### src/control_cfg.svh
`ifndef CONTROL_CFG_SVH
`define CONTROL_CFG_SVH

// Instruction field widths
`define OPCODE_W 6
`define FUNCT_W 6

// Instruction memory latency seen by fetch
`define FETCH_WAIT 2

// Opcodes
`define OP_R      6'b000000
`define OP_ADDI   6'b001000
`define OP_J      6'b000010
`define OP_JAL    6'b000011
`define OP_XCHG_R 6'b000000

// R-type functs
`define FN_ADD  6'b100000
`define FN_SUB  6'b100010
`define FN_AND  6'b100100
`define FN_SLT  6'b101010
`define FN_JR   6'b001000
`define FN_XCHG 6'b000101

// ALU operations
`define ALU_ADD 3'b001
`define ALU_SUB 3'b010
`define ALU_AND 3'b011
`define ALU_SLT 3'b111

// ALU B operand
`define SRCB_REG  2'b00
`define SRCB_FOUR 2'b01
`define SRCB_IMM  2'b10

// Register file write address
`define DST_RT 3'b000
`define DST_RD 3'b001
`define DST_RA 3'b010
`define DST_RS 3'b100

// Register file write data
`define WB_ALU 4'b0000
`define WB_PC  4'b1000
`define WB_A   4'b1001
`define WB_B   4'b0111

// Memory address during fetch
`define IORD_PC 3'b011

// Next PC
`define PCSRC_ALU    2'b00
`define PCSRC_JUMP   2'b01
`define PCSRC_A      2'b10
`define PCSRC_VECTOR 2'b11

// Exception cause register value
`define CAUSE_ILLEGAL 1'b0
`define CAUSE_OVF     1'b1

`endif

### src/controlPkg.sv
package controlPkg;

  // Operations the unit knows how to execute
  typedef enum logic [3:0] {
    OpAdd,
    OpSub,
    OpAnd,
    OpSlt,
    OpJr,
    OpXchg,
    OpAddi,
    OpJ,
    OpJal,
    OpIllegal
  } opT;

  // Sequencer states
  typedef enum logic [3:0] {
    StReset,
    StFetch,
    StPcInc,
    StIrLoad,
    StDecode,
    StExec,
    StXchg2,
    StExcept
  } stateT;

  // Datapath control word, strobes first
  typedef struct packed {
    logic       pcWrite;
    logic       aWrite;
    logic       bWrite;
    logic       epcWrite;
    logic       irWrite;
    logic       regWrite;
    // ALU operation and operands
    logic [2:0] aluSel;
    // 0 selects PC, 1 selects register A
    logic       aluSrcA;
    logic [1:0] aluSrcB;
    // Register file write port
    logic [2:0] regDst;
    logic [3:0] memToReg;
    // Memory address and next PC
    logic [2:0] iorD;
    logic [1:0] pcSource;
    logic       cause;
  } ctrlWordT;

endpackage

### src/controlSequencer.sv
`timescale 1ns/1ns
`include "control_cfg.svh"

module controlSequencer (
  input  logic                  clk,
  input  logic                  reset,
  input  controlPkg::opT        op,
  input  logic                  overflow,
  output controlPkg::stateT     state,
  output controlPkg::opT        curOp,
  output logic                  resetOut
);

  localparam int unsigned WaitW = $clog2(`FETCH_WAIT + 1);
  localparam logic [WaitW-1:0] LastWait = WaitW'(`FETCH_WAIT - 1);

  logic [WaitW-1:0] waitCnt;
  logic             trapsOverflow;

  // Only the signed arithmetic ops raise overflow
  assign trapsOverflow = (curOp == controlPkg::OpAdd) ||
                         (curOp == controlPkg::OpSub) ||
                         (curOp == controlPkg::OpAddi);

  assign resetOut = (state == controlPkg::StReset);

  always_ff @(posedge clk) begin
    if (reset) begin
      state   <= controlPkg::StReset;
      curOp   <= controlPkg::OpAdd;
      waitCnt <= '0;
    end else begin
      case (state)
        controlPkg::StReset: begin
          state   <= controlPkg::StFetch;
          waitCnt <= '0;
        end
        controlPkg::StFetch: begin
          // Hold until instruction memory has answered
          if (waitCnt == LastWait) begin
            state   <= controlPkg::StPcInc;
            waitCnt <= '0;
          end else begin
            waitCnt <= waitCnt + 1'b1;
          end
        end
        controlPkg::StPcInc: begin
          state <= controlPkg::StIrLoad;
        end
        controlPkg::StIrLoad: begin
          state <= controlPkg::StDecode;
        end
        controlPkg::StDecode: begin
          // IR is valid here, so the decoded op is stable
          curOp <= op;
          if (op == controlPkg::OpIllegal) begin
            state <= controlPkg::StExcept;
          end else begin
            state <= controlPkg::StExec;
          end
        end
        controlPkg::StExec: begin
          if (overflow && trapsOverflow) begin
            state <= controlPkg::StExcept;
          end else if (curOp == controlPkg::OpXchg) begin
            state <= controlPkg::StXchg2;
          end else begin
            state <= controlPkg::StFetch;
          end
        end
        controlPkg::StXchg2: begin
          state <= controlPkg::StFetch;
        end
        controlPkg::StExcept: begin
          // curOp still tells illegal apart from overflow
          state <= controlPkg::StFetch;
        end
        default: begin
          state <= controlPkg::StReset;
        end
      endcase
    end
  end

endmodule

### src/controlUnit.sv
`timescale 1ns/1ns
`include "control_cfg.svh"

module controlUnit (
  input  logic                 clk,
  input  logic                 reset,
  input  logic [`OPCODE_W-1:0] opcode,
  input  logic [`FUNCT_W-1:0]  funct,
  input  logic                 overflow,
  output controlPkg::ctrlWordT ctrl,
  output logic                 resetOut
);

  controlPkg::opT    op;
  controlPkg::opT    curOp;
  controlPkg::stateT state;

  instrDecoder decoder (
    .opcode (opcode),
    .funct  (funct),
    .op     (op)
  );

  controlSequencer sequencer (
    .clk      (clk),
    .reset    (reset),
    .op       (op),
    .overflow (overflow),
    .state    (state),
    .curOp    (curOp),
    .resetOut (resetOut)
  );

  controlWordGen wordGen (
    .state (state),
    .curOp (curOp),
    .ctrl  (ctrl)
  );

endmodule

### src/controlWordGen.sv
`timescale 1ns/1ns
`include "control_cfg.svh"

module controlWordGen (
  input  controlPkg::stateT    state,
  input  controlPkg::opT       curOp,
  output controlPkg::ctrlWordT ctrl
);

  always_comb begin
    ctrl = '0;
    case (state)
      controlPkg::StFetch: begin
        ctrl.iorD = `IORD_PC;
      end
      controlPkg::StPcInc: begin
        // PC + 4 through the ALU
        ctrl.pcWrite  = 1'b1;
        ctrl.aluSrcA  = 1'b0;
        ctrl.aluSrcB  = `SRCB_FOUR;
        ctrl.aluSel   = `ALU_ADD;
        ctrl.pcSource = `PCSRC_ALU;
      end
      controlPkg::StIrLoad: begin
        ctrl.irWrite = 1'b1;
      end
      controlPkg::StDecode: begin
        ctrl.aWrite = 1'b1;
        ctrl.bWrite = 1'b1;
      end
      controlPkg::StExec: begin
        case (curOp)
          controlPkg::OpAdd,
          controlPkg::OpSub,
          controlPkg::OpAnd,
          controlPkg::OpSlt: begin
            ctrl.regWrite = 1'b1;
            ctrl.aluSrcA  = 1'b1;
            ctrl.aluSrcB  = `SRCB_REG;
            ctrl.regDst   = `DST_RD;
            ctrl.memToReg = `WB_ALU;
            case (curOp)
              controlPkg::OpSub: ctrl.aluSel = `ALU_SUB;
              controlPkg::OpAnd: ctrl.aluSel = `ALU_AND;
              controlPkg::OpSlt: ctrl.aluSel = `ALU_SLT;
              default: ctrl.aluSel = `ALU_ADD;
            endcase
          end
          controlPkg::OpAddi: begin
            ctrl.regWrite = 1'b1;
            ctrl.aluSel   = `ALU_ADD;
            ctrl.aluSrcA  = 1'b1;
            ctrl.aluSrcB  = `SRCB_IMM;
            ctrl.regDst   = `DST_RT;
            ctrl.memToReg = `WB_ALU;
          end
          controlPkg::OpJr: begin
            ctrl.pcWrite  = 1'b1;
            ctrl.pcSource = `PCSRC_A;
          end
          controlPkg::OpJ: begin
            ctrl.pcWrite  = 1'b1;
            ctrl.pcSource = `PCSRC_JUMP;
          end
          controlPkg::OpJal: begin
            // Return address goes to $ra while PC jumps
            ctrl.pcWrite  = 1'b1;
            ctrl.pcSource = `PCSRC_JUMP;
            ctrl.regWrite = 1'b1;
            ctrl.regDst   = `DST_RA;
            ctrl.memToReg = `WB_PC;
          end
          controlPkg::OpXchg: begin
            // First half, old rs value into rt
            ctrl.regWrite = 1'b1;
            ctrl.regDst   = `DST_RT;
            ctrl.memToReg = `WB_A;
          end
          default: begin
            ctrl = '0;
          end
        endcase
      end
      controlPkg::StXchg2: begin
        ctrl.regWrite = 1'b1;
        ctrl.regDst   = `DST_RS;
        ctrl.memToReg = `WB_B;
      end
      controlPkg::StExcept: begin
        ctrl.epcWrite = 1'b1;
        ctrl.pcWrite  = 1'b1;
        ctrl.pcSource = `PCSRC_VECTOR;
        if (curOp == controlPkg::OpIllegal) begin
          ctrl.cause = `CAUSE_ILLEGAL;
        end else begin
          ctrl.cause = `CAUSE_OVF;
        end
      end
      default: begin
        ctrl = '0;
      end
    endcase
  end

endmodule

### src/instrDecoder.sv
`timescale 1ns/1ns
`include "control_cfg.svh"

module instrDecoder (
  input  logic [`OPCODE_W-1:0] opcode,
  input  logic [`FUNCT_W-1:0]  funct,
  output controlPkg::opT       op
);

  always_comb begin
    op = controlPkg::OpIllegal;
    case (opcode)
      `OP_R: begin
        case (funct)
          `FN_ADD: begin
            op = controlPkg::OpAdd;
          end
          `FN_SUB: begin
            op = controlPkg::OpSub;
          end
          `FN_AND: begin
            op = controlPkg::OpAnd;
          end
          `FN_SLT: begin
            op = controlPkg::OpSlt;
          end
          `FN_JR: begin
            op = controlPkg::OpJr;
          end
          `FN_XCHG: begin
            // xchg lives under the R-type opcode
            op = controlPkg::OpXchg;
          end
          default: begin
            op = controlPkg::OpIllegal;
          end
        endcase
      end
      `OP_ADDI: begin
        op = controlPkg::OpAddi;
      end
      `OP_J: begin
        op = controlPkg::OpJ;
      end
      `OP_JAL: begin
        op = controlPkg::OpJal;
      end
      default: begin
        op = controlPkg::OpIllegal;
      end
    endcase
  end

endmodule

### config.mk
export PLATFORM = sky130hd
export DESIGN_NAME = controlUnit
export DESIGN_NICKNAME = d
export VERILOG_FILES = /design/src/controlPkg.sv /design/src/controlSequencer.sv /design/src/controlUnit.sv /design/src/controlWordGen.sv /design/src/instrDecoder.sv
export VERILOG_INCLUDE_DIRS = /design/src
export SDC_FILE = /design/constraint.sdc
export NUM_CORES = 1
export LEC_CHECK = 0
export ABC_AREA = 1
export BUFFER_PORTS_ARGS = -buffer_cell sky130_fd_sc_hd__buf_2
export CAP_MARGIN = 20
export CORE_MARGIN = 10
export CORE_UTILIZATION = 45
export CTS_CLUSTER_DIAMETER = 100
export DETAILED_ROUTE_END_ITERATION = 16
export HOLD_SLACK_MARGIN = 0.12
export PLACE_DENSITY = 0.79
export SETUP_SLACK_MARGIN = 0.1
export SLEW_MARGIN = 20
export SYNTH_ARGS = -nofsm -noshare
export SYNTH_HDL_FRONTEND = slang
export SYNTH_SLANG_ARGS = --single-unit
### constraint.sdc
create_clock -name clk -period 2 [get_ports clk]
set_input_delay 0.4 -clock clk [delete_from_list [all_inputs] [get_ports clk]]
set_output_delay 0.4 -clock clk [all_outputs]
set_load 0.005 [all_outputs]
== Word level (Yosys, flattened, before mapping) ==
Cells that the tools add are included.

* Register bits: 10
* Bits in latches: 0
* Bits in writable memories: 0
* Memory bits (read-only): 0
* Input bits: 15
* Output and inout port bits: 26
* Memories kept: 0

* $add $sub $neg: 1
* $mul: 0
* Div/mod/pow operators: 0
* Order comparisons: 0
* Equal/unequal tests: 28
* Shift operators: 0
* Multiplexer cells: 26
* Bitwise operators: 0
* Reductions and logical operators: 13

{| class="wikitable"
|+ Operators by type and width
! cell !! number
|-
| one-hot mux 4 bit (6 select lines) || 2
|-
| == test 4 x 3 -> 1 bit, second input constant || 8
|-
| == test 6 bit, second input constant || 4
|-
| one-hot mux 6 bit (2 select lines) || 2
|-
| one-hot mux 6 bit (3 select lines) || 1
|-
| == test 4 x 2 -> 1 bit, second input constant || 4
|-
| one-hot mux 4 bit (4 select lines) || 1
|-
| one-hot mux 7 bit (2 select lines) || 1
|-
| == test 4 bit, second input constant || 3
|-
| == test 6 x 2 -> 1 bit, second input constant || 2
|-
| == test 6 x 4 -> 1 bit, second input constant || 2
|-
| one-hot mux 2 bit (2 select lines) || 3
|-
| one-hot mux 3 bit (3 select lines) || 1
|-
| == test 4 x 1 -> 1 bit, second input constant || 2
|-
| zero test 4 bit || 2
|-
| 2-to-1 mux 2 bit || 4
|-
| 2-to-1 mux 4 bit || 2
|-
| OR reduction 7 bit || 1
|-
| == test 6 x 3 -> 1 bit, second input constant || 1
|-
| zero test 6 bit || 1
|-
| 2-to-1 mux 1 bit || 6
|-
| OR reduction 3 bit || 2
|-
| one-hot mux 1 bit (2 select lines) || 2
|-
| OR reduction 2 bit || 2
|-
| other kinds (8) || 9
|}

== Longest topological paths before layout ==
Gate-level depths: netlist of run 1.

* Depth after elaboration: 6
* Gate-level depth with buffers: 9
* Depth with buffers taken out: 9

== Cells and area by module ==
From an unflattened synthesis of run 1, not the netlist that was laid out.

* Cells, all modules: 191
* Area, all modules: 1049.8 um2

{| class="wikitable"
|+ Modules (own cells, without submodules)
! module !! instances !! cells each !! area an instance (um2) !! sequential area each (um2)
|-
| controlSequencer || 1 || 68 || 445.4 || 180.2
|-
| controlWordGen || 1 || 65 || 319.1 || 0.0
|-
| instrDecoder || 1 || 58 || 285.3 || 0.0
|}

== Least setup slack after synthesis of run 1 ==
No wires, ideal clock.

* Path kind: register -> output
* Start: reg sequencer.state[0]
* End: out ctrl[16] (netlist bit)
* Data arrival time: 1.067 ns
* Data required time: 1.600 ns
* Path slack: 0.533 ns
* Stages on the path, launching flop included: 7
* Buffers on the path: 0
* Cells stage by stage: dfxtp_1 inv_2 nor2_2 nand2_2 nor3_2 nor2_2 o21ai_2

{| class="wikitable"
|+ RTL lines
! element !! RTL line !! source
|-
| from (decl) || controlSequencer.sv:9 || <nowiki>output controlPkg::stateT state,</nowiki>
|-
| from (signal assigned) || controlSequencer.sv:29 || <nowiki>state <= controlPkg::StReset;</nowiki>
|-
| from (signal assigned) || controlSequencer.sv:35 || <nowiki>state <= controlPkg::StFetch;</nowiki>
|-
| from (signal assigned) || controlSequencer.sv:41 || <nowiki>state <= controlPkg::StPcInc;</nowiki>
|-
| to (decl) || controlUnit.sv:10 || <nowiki>output controlPkg::ctrlWordT ctrl,</nowiki>
|}

==> results of run 1 <==
==> cells in the mapped netlist <==
| cell | count |
|---|---|
| inv_1 | 31 |
| nand2_1 | 29 |
| nor2_1 | 28 |
| a21oi_1 | 12 |
| nand3_1 | 10 |
| dfxtp_1 | 9 |
| o21ai_0 | 7 |
| buf_4 | 5 |
| nor2_2 | 4 |
| nand4_1 | 2 |
| nor3_2 | 2 |
| a211oi_1 | 1 |
| conb_1 | 1 |
| inv_2 | 1 |
| nand2_2 | 1 |
| nor3_1 | 1 |
| nor3_4 | 1 |
| nor3b_1 | 1 |
| o21ai_2 | 1 |
| o22ai_1 | 1 |
==> sequential cells by signal, indices dropped and copies added, names as in the netlist <==
register / cells
sequencer.waitCnt: 2
sequencer.state: 3
sequencer.curOp: 4
==> per-stage QoR <==
stage                     cells  instance area [um^2]  setup WS [ns]
after floorplan             148                   816          0.533
after global placement      207                  1000          0.444
after detailed placement    207                  1000          0.403
after CTS                   211                  1030          0.102
after global routing        211                  1040         0.0939
final                       211                  1040          0.206
==> layer usage <==
layer,vias up,share of wire [%]
li1,529,-
met1,416,44
met2,39,45
met3,3,8.9
met4,0,1.4
met5,-,0
==> power breakdown <==
part	switching [mW]	internal, mW
combinational	0.0912	0.0611
sequential	0.0180	0.194
clock	0.0679	0.0771
==> worst max-delay path, stage by stage (launching register included) <==
cell and delay, ns:
dfxtp_4 0.39, inv_2 0.05, nor2_2 0.12, nand2_2 0.11, nor3_2 0.16, nor2_2 0.08, o21ai_2 0.10, buf_2 0.12
==> cells in the final DEF (no fill, tap or decap) <==
master,n
o21ai_0,7
nor3_2,2
buf_2,39
nand2_2,1
inv_2,1
clkbuf_1,1
nor2_1,27
nor3b_1,1
inv_1,31
nor2_2,5
nand4_1,2
a21oi_1,11
dfxtp_2,1
o22ai_1,1
nor3_1,1
nand2_1,29
dfxtp_4,1
a21oi_2,1
conb_1,1
nor3_4,1
a211oi_1,1
dfxtp_1,7
o21ai_2,1
nand3_1,10
clkbuf_4,3
==> timing repair <==
action / 4_1_cts / 5_1_grt
hold buffers: 0 / 0
setup endpoints to repair: 0 / 11
resized for setup: 0 / 5
==> final timing paths <==
path	endpoint	slack (ns)	cells after the start
hold reg to reg	sequencer.waitCnt[1]	0.47	1
hold / removal	sequencer.state[0]	0.36	2
setup reg to reg	sequencer.curOp[3]	0.73	6
setup / recovery	ctrl[16]	0.21	7
==> cells by family after synthesis <==
family	Yosys count
buffers and inverters	37
AOI/OAI and AO/OA	22
and+or+nand+nor	79
other	1
DFF	9
==> area by class of cell <==
type,instances,area (um^2),area share (%)
tap,25,31.3,3.00
timing repair buffer,39,195,18.7
sequential,9,185,17.8
multi-input combinational,102,484,46.5
clock buffer,4,26.3,2.52
inverter,32,120,11.5
==> metrics.md, run 1 <==
| Metric | Value |
|---|---|
| Post-Synth XOR/XNOR Area | 0% |
| Tot GR Track Use | 11.3% |
| Critical path class | flip-flop to output port |
| Synth top area share | between 20% and 30% |
| Max Slew Vio Count | 0 |
| Setup Skew | approximately 0.0093 ns |
| Placed wire-length estimate | slightly below 2000 um |
| Period minus WS final | 1.79 ns |
| H-tree depth | 1 |
| Multiplexer share of the synthesized area | 0% |
| Worst setup SP type | flip-flop |
| Unrepaired setup endpoints after global routing | no |
| Seq/Total Area, Yosys | 22.1% |
| Syn avg cell area | 5.51 um^2 |
| Diode count | 0 |
| WL final | 2220 um |
| Post-Synth Adder-Cell Area | 0% |
| Initial DRC Count | 28 |
| Final Hold Vio Count | 0 |
| Row count | 15 |
| Pwr/cell area | between 400 and 500 mW/mm^2 |
| CORE AREA | 0.00173 mm^2 |
| Layout net count | 202 |
| Synth Register Bits | 9 |
| Root Buffer | clkbuf_4 |
| Clk Latency, worst-skew pair | 0.27 ns |
| Status | completed |
| Via count | roughly 990 |
| Fmax | 557 MHz |
| Reg2Reg Launch Point | sequencer.state[2] |
| CTS tree | done |
| Simple-Gate Fraction of Synth Area | 43.7% |
| First-pass DRT Iterations | 4 |
| Final setup violation count | 0 |
| Antenna violations before repair | 0 |
| Leak Pwr | 0.628 nW |
| M2 GR Usage | a little under a fifth |
| Distinct cells, synth | 20 |
| CP required | approximately 1.6 ns |
| Warnings, synthesis | 0 |
| Antenna-violating nets left | 0 |
| Postcts setup bufs | 0 |
| DR vias/cell | 4.68 |
| Io pins | 41 |
| Drt drc | 0 |
| CP max FO | 6 |
| WHS | 0.365 ns |
| Die area | 0.00392 mm^2 |
| TritonCTS Buffers | 3 |
| Share of layout cells above drive strength 1 | 30.1% |
| Chip height | 62.6 um |
| Crit share post-route | 89.7% |
| Clk slew on worst S/H paths | 0.06 ns |
| Final RePlAce weighted congestion | 0.772 |
| Hold Path Class | input pin to flip-flop |
| Overflow after GRT | 0 |
| Die Wd | 62.6 um |
| Pwr Total | about 500 uW |
| Met3 usage | approximately 3.6% |
| Most Used Layer, Global Route | met2 |
| Fillers | 195 |
| Largest family of logic cells by synthesized area | simple AND/OR/NAND/NOR gates |
| Mapped Nets | 163 |
| Final core occ | 60.4% |
| Synth area leader | dfxtp_1 |
| Max-cap violation count | 0 |
| Bufs on Longest Clock Path | 2 |
| Worst hold path startpoint | reset |
| Worst EP arrival | 1.39 ns |
| Synth top area cells | dfxtp_1 22%, inv_1 14%, nand2_1 13% |
| Endpoint type of the worst setup path | output port |
| Synthesized cell area | 816 um^2 |
| Area grow syn2layout | 27.8% |
| CTS Sinks | 9 |
| WL/cell | 10.5 um |
| CP Launch Point | sequencer.state[0] |
| IO Port Bufs | 39 |
| First-pass GRT wire length | 3890 um |
| Vias in the first global route | 1007 |
| Post-route setup TNS | 0 ns |
| Largest net degree at the start of global routing | 11 |
| Synth Instances | between 100 and 150 |
| Effective utilization at floorplan | a little under half |
| Compound-gate portion of the synthesized area | between 10 and 15% |
| Met1 GRT Util | between 10% and 20% |
| Max VDD drop | ~0.00024 V |
No activity file was read; power rests on OpenSTA's default activity.
==> run 2: changes to the inputs <==
--- a/config.mk
+++ b/config.mk
@@ -20,3 +20,4 @@
 export SYNTH_ARGS = -nofsm -noshare
 export SYNTH_HDL_FRONTEND = slang
 export SYNTH_SLANG_ARGS = --single-unit
+export TNS_END_PERCENT = 1
==> constraint.sdc (replaced) <==
create_clock -name clk -period 1.8 [get_ports clk]
set_input_delay 0.36 -clock clk [delete_from_list [all_inputs] [get_ports clk]]
set_output_delay 0.36 -clock clk [all_outputs]
set_load 0.005 [all_outputs]
==> metrics.md, run 2 (synthesis gave the netlist of run 1 again) <==
| Metric | Value |
|---|---|
| Status | completed |
| Antenna-violating nets left | 0 (unchanged) |
| Vias in the first global route | 1045 (+3.8%) |
| Leak Pwr | 0.667 nW (+6.1%) |
| Bufs on Longest Clock Path | 2 (unchanged) |
| Hold Path Class | input pin to flip-flop |
| Fillers | 179 (-8.2%) |
| Worst hold path startpoint | reset |
| Effective utilization at floorplan | 47.2% (unchanged) |
| Row count | 15 (unchanged) |
| Max Slew Vio Count | 0 (unchanged) |
| IO Port Bufs | 39 (unchanged) |
| Placed wire-length estimate | 1920 um (unchanged) |
| CTS Sinks | 9 (unchanged) |
| Max-cap violation count | 0 (unchanged) |
| Switching Fraction | 35.7% (+0.88 points) |
| Combinational Power Share | 32.6% (+2.7 points) |
| Antenna violations before repair | 0 (unchanged) |
| Chip height | 62.6 um (unchanged) |
| Tot GR Track Use | 11.9% (+0.59 points) |
| Root Buffer | clkbuf_4 |
| Max reg flops | 4 (unchanged) |
| Top flop regs | sequencer.curOp x4, sequencer.state x3, sequencer.waitCnt x2 |
| Layout net count | 204 (+0.99%) |
| Worst EP arrival | 1.32 ns (-0.07 ns) |
| Final Hold Vio Count | 0 (unchanged) |
| Commonest non-fill, non-tap cells in the layout | 39 x buf_2, 29 x inv_1, 27 x nand2_1 |
| Drt drc | 0 (unchanged) |
| Power share of the sequential group | 40.1% (-1.5 points) |
| Reg2Reg Launch Point | sequencer.state[0] |
| Worst Reg-to-Reg Cells | 6 (unchanged) |
| Share of layout cells above drive strength 1 | 37.8% (+7.7 points) |
| Post-route setup TNS | 0 ns (unchanged) |
| Clk Latency, worst-skew pair | 0.27 ns (about the same) |
| R2R setup slack | 0.46 ns (-0.27 ns) |
| Io pins | 41 (unchanged) |
| H-tree depth | 1 (unchanged) |
| Diode count | 0 (unchanged) |
| WL final | 2360 um (+6.5%) |
| Worst Hold Endpoint | sequencer.state[2] |
| CP max FO | 10 (+4) |
| Hold Crit Depth | 2 (unchanged) |
| WL/cell | 11.1 um (+5.5%) |
| Initial DRC Count | 10 (-64%) |
| Setup Skew | 0.00852 ns (-0.000777 ns) |
| Crit share post-route | 93.2% |
| Critical path class | flip-flop to output port |
| Power share of the clock group | 27.3% (-1.2 points) |
| Endpoint type of the worst setup path | output port |
| Via count | 1012 (+2.5%) |
| CORE AREA | 0.00173 mm^2 (unchanged) |
| Final setup violation count | 0 (unchanged) |
| DR vias/cell | 4.75 (+1.6%) |
| Commonest non-fill, non-tap cell in the layout | buf_2 |
| CP cell instances | buf_4 -> nor3_4 -> buf_2 |
| Final RePlAce weighted congestion | 0.772 (unchanged) |
| Pwr/cell area | 528 mW/mm^2 (+8.1%) |
| Largest net degree at the start of global routing | 11 (unchanged) |
| First-pass DRT Iterations | 5 (+1) |
| Unrepaired setup endpoints after global routing | yes |
| P_int | 377 uW (+14%) |
| First-pass GRT wire length | 4060 um (+4.4%) |
| Die Wd | 62.6 um (unchanged) |
| Die area | 0.00392 mm^2 (unchanged) |
| P_sw | 209 uW (+18%) |
| CTS tree | done |
| Final core occ | 64.3% (+4.0 points) |
| Reg2Reg Capture Point | sequencer.curOp[3] |
| CP peak stage delay | 0.36 ns (-0.03 ns) |
| Worst setup SP type | flip-flop |
| CP required | 1.44 ns (-0.16 ns) |
| Overflow after GRT | 0 (unchanged) |
| TritonCTS Buffers | 3 (unchanged) |
| Max VDD drop | 0.000272 V (+15%) |
| Largest Register | sequencer.curOp |
| Fmax | approximately 600 MHz |
| Area grow syn2layout | 36.2% |
| Critical Path Slowest Stage Cell | nor3_4 |
| Period minus WS final | 1.68 ns |
| Clk slew on worst S/H paths | 0.06 ns (about the same) |
[run 2: cell type report]
| class | count | area, um^2 | share of cell area [%] |
|---|---|---|---|
| sequential | 9 | 193 | 17.3 |
| tap | 25 | 31.3 | 2.82 |
| inverter | 32 | 120 | 10.8 |
| multi-input combinational | 102 | 531 | 47.7 |
| timing repair buffer | 41 | 210 | 18.9 |
| clock buffer | 4 | 26.3 | 2.36 |
[run 2: layer usage]
layer | global-route usage (%) | part of all wire, % | vias to the layer above
met2 | 21.2 | 48 | 40
met3 | 3.58 | 8.6 | 5
met1 | 11.6 | 41 | 434
met4 | 8.10 | 2.6 | 0
li1 | - | - | 533
met5 | 0 | 0 | -
[run 2: metrics by stage]
| stage | std cells | worst slack, ns | hold WS, ns | power, mW | instance area, um^2 |
|---|---|---|---|---|---|
| 5_1_grt | 213 | 0.0380 | 0.337 | 0.629 | 1110 |
| 3_5_place_dp | 207 | 0.243 | 0.468 | 0.406 | 1000 |
| 6_report | 213 | 0.122 | 0.333 | 0.587 | 1110 |
| 3_3_place_gp | 207 | 0.284 | 0.461 | 0.401 | 1000 |
| 2_1_floorplan | 148 | 0.373 | 0.429 | 0.347 | 816 |
| 4_1_cts | 213 | 0.106 | 0.325 | 0.579 | 1070 |
[run 2: critical path, delay by kind of cell, from the launching register on]
family | cells | cell delay [ns]
AND/OR/NAND/NOR | 1 | 0.36
flip-flops | 1 | 0.34
buffers and inverters | 2 | 0.34
[run 2: worst max path at each step]
| stage | start | end | slack, ns |
|---|---|---|---|
| after floorplan | sequencer.state[0] | ctrl[16] | 0.37 |
| after global placement | sequencer.state[0] | ctrl[16] | 0.28 |
| after detailed placement | sequencer.state[0] | ctrl[16] | 0.24 |
| after CTS | sequencer.curOp[3] | ctrl[19] | 0.11 |
| after global routing | sequencer.curOp[0] | ctrl[19] | 0.04 |
| final | sequencer.state[0] | ctrl[22] | 0.12 |
[run 2: power groups by stage]
stage | clock network (mW) | registers (mW) | logic (mW)
2_1_floorplan | 0 | 0.234 | 0.113
3_3_place_gp | 0 | 0.236 | 0.164
3_5_place_dp | 0 | 0.237 | 0.169
4_1_cts | 0.162 | 0.232 | 0.185
5_1_grt | 0.175 | 0.237 | 0.217
6_report | 0.160 | 0.235 | 0.191
[run 2: what timing repair did]
action                     in CTS  in global routing
resized for setup               7                 17
hold buffers                    0                  0
pin swaps                       2                  2
setup endpoints to repair      12                 13
buffers inserted                2                  0
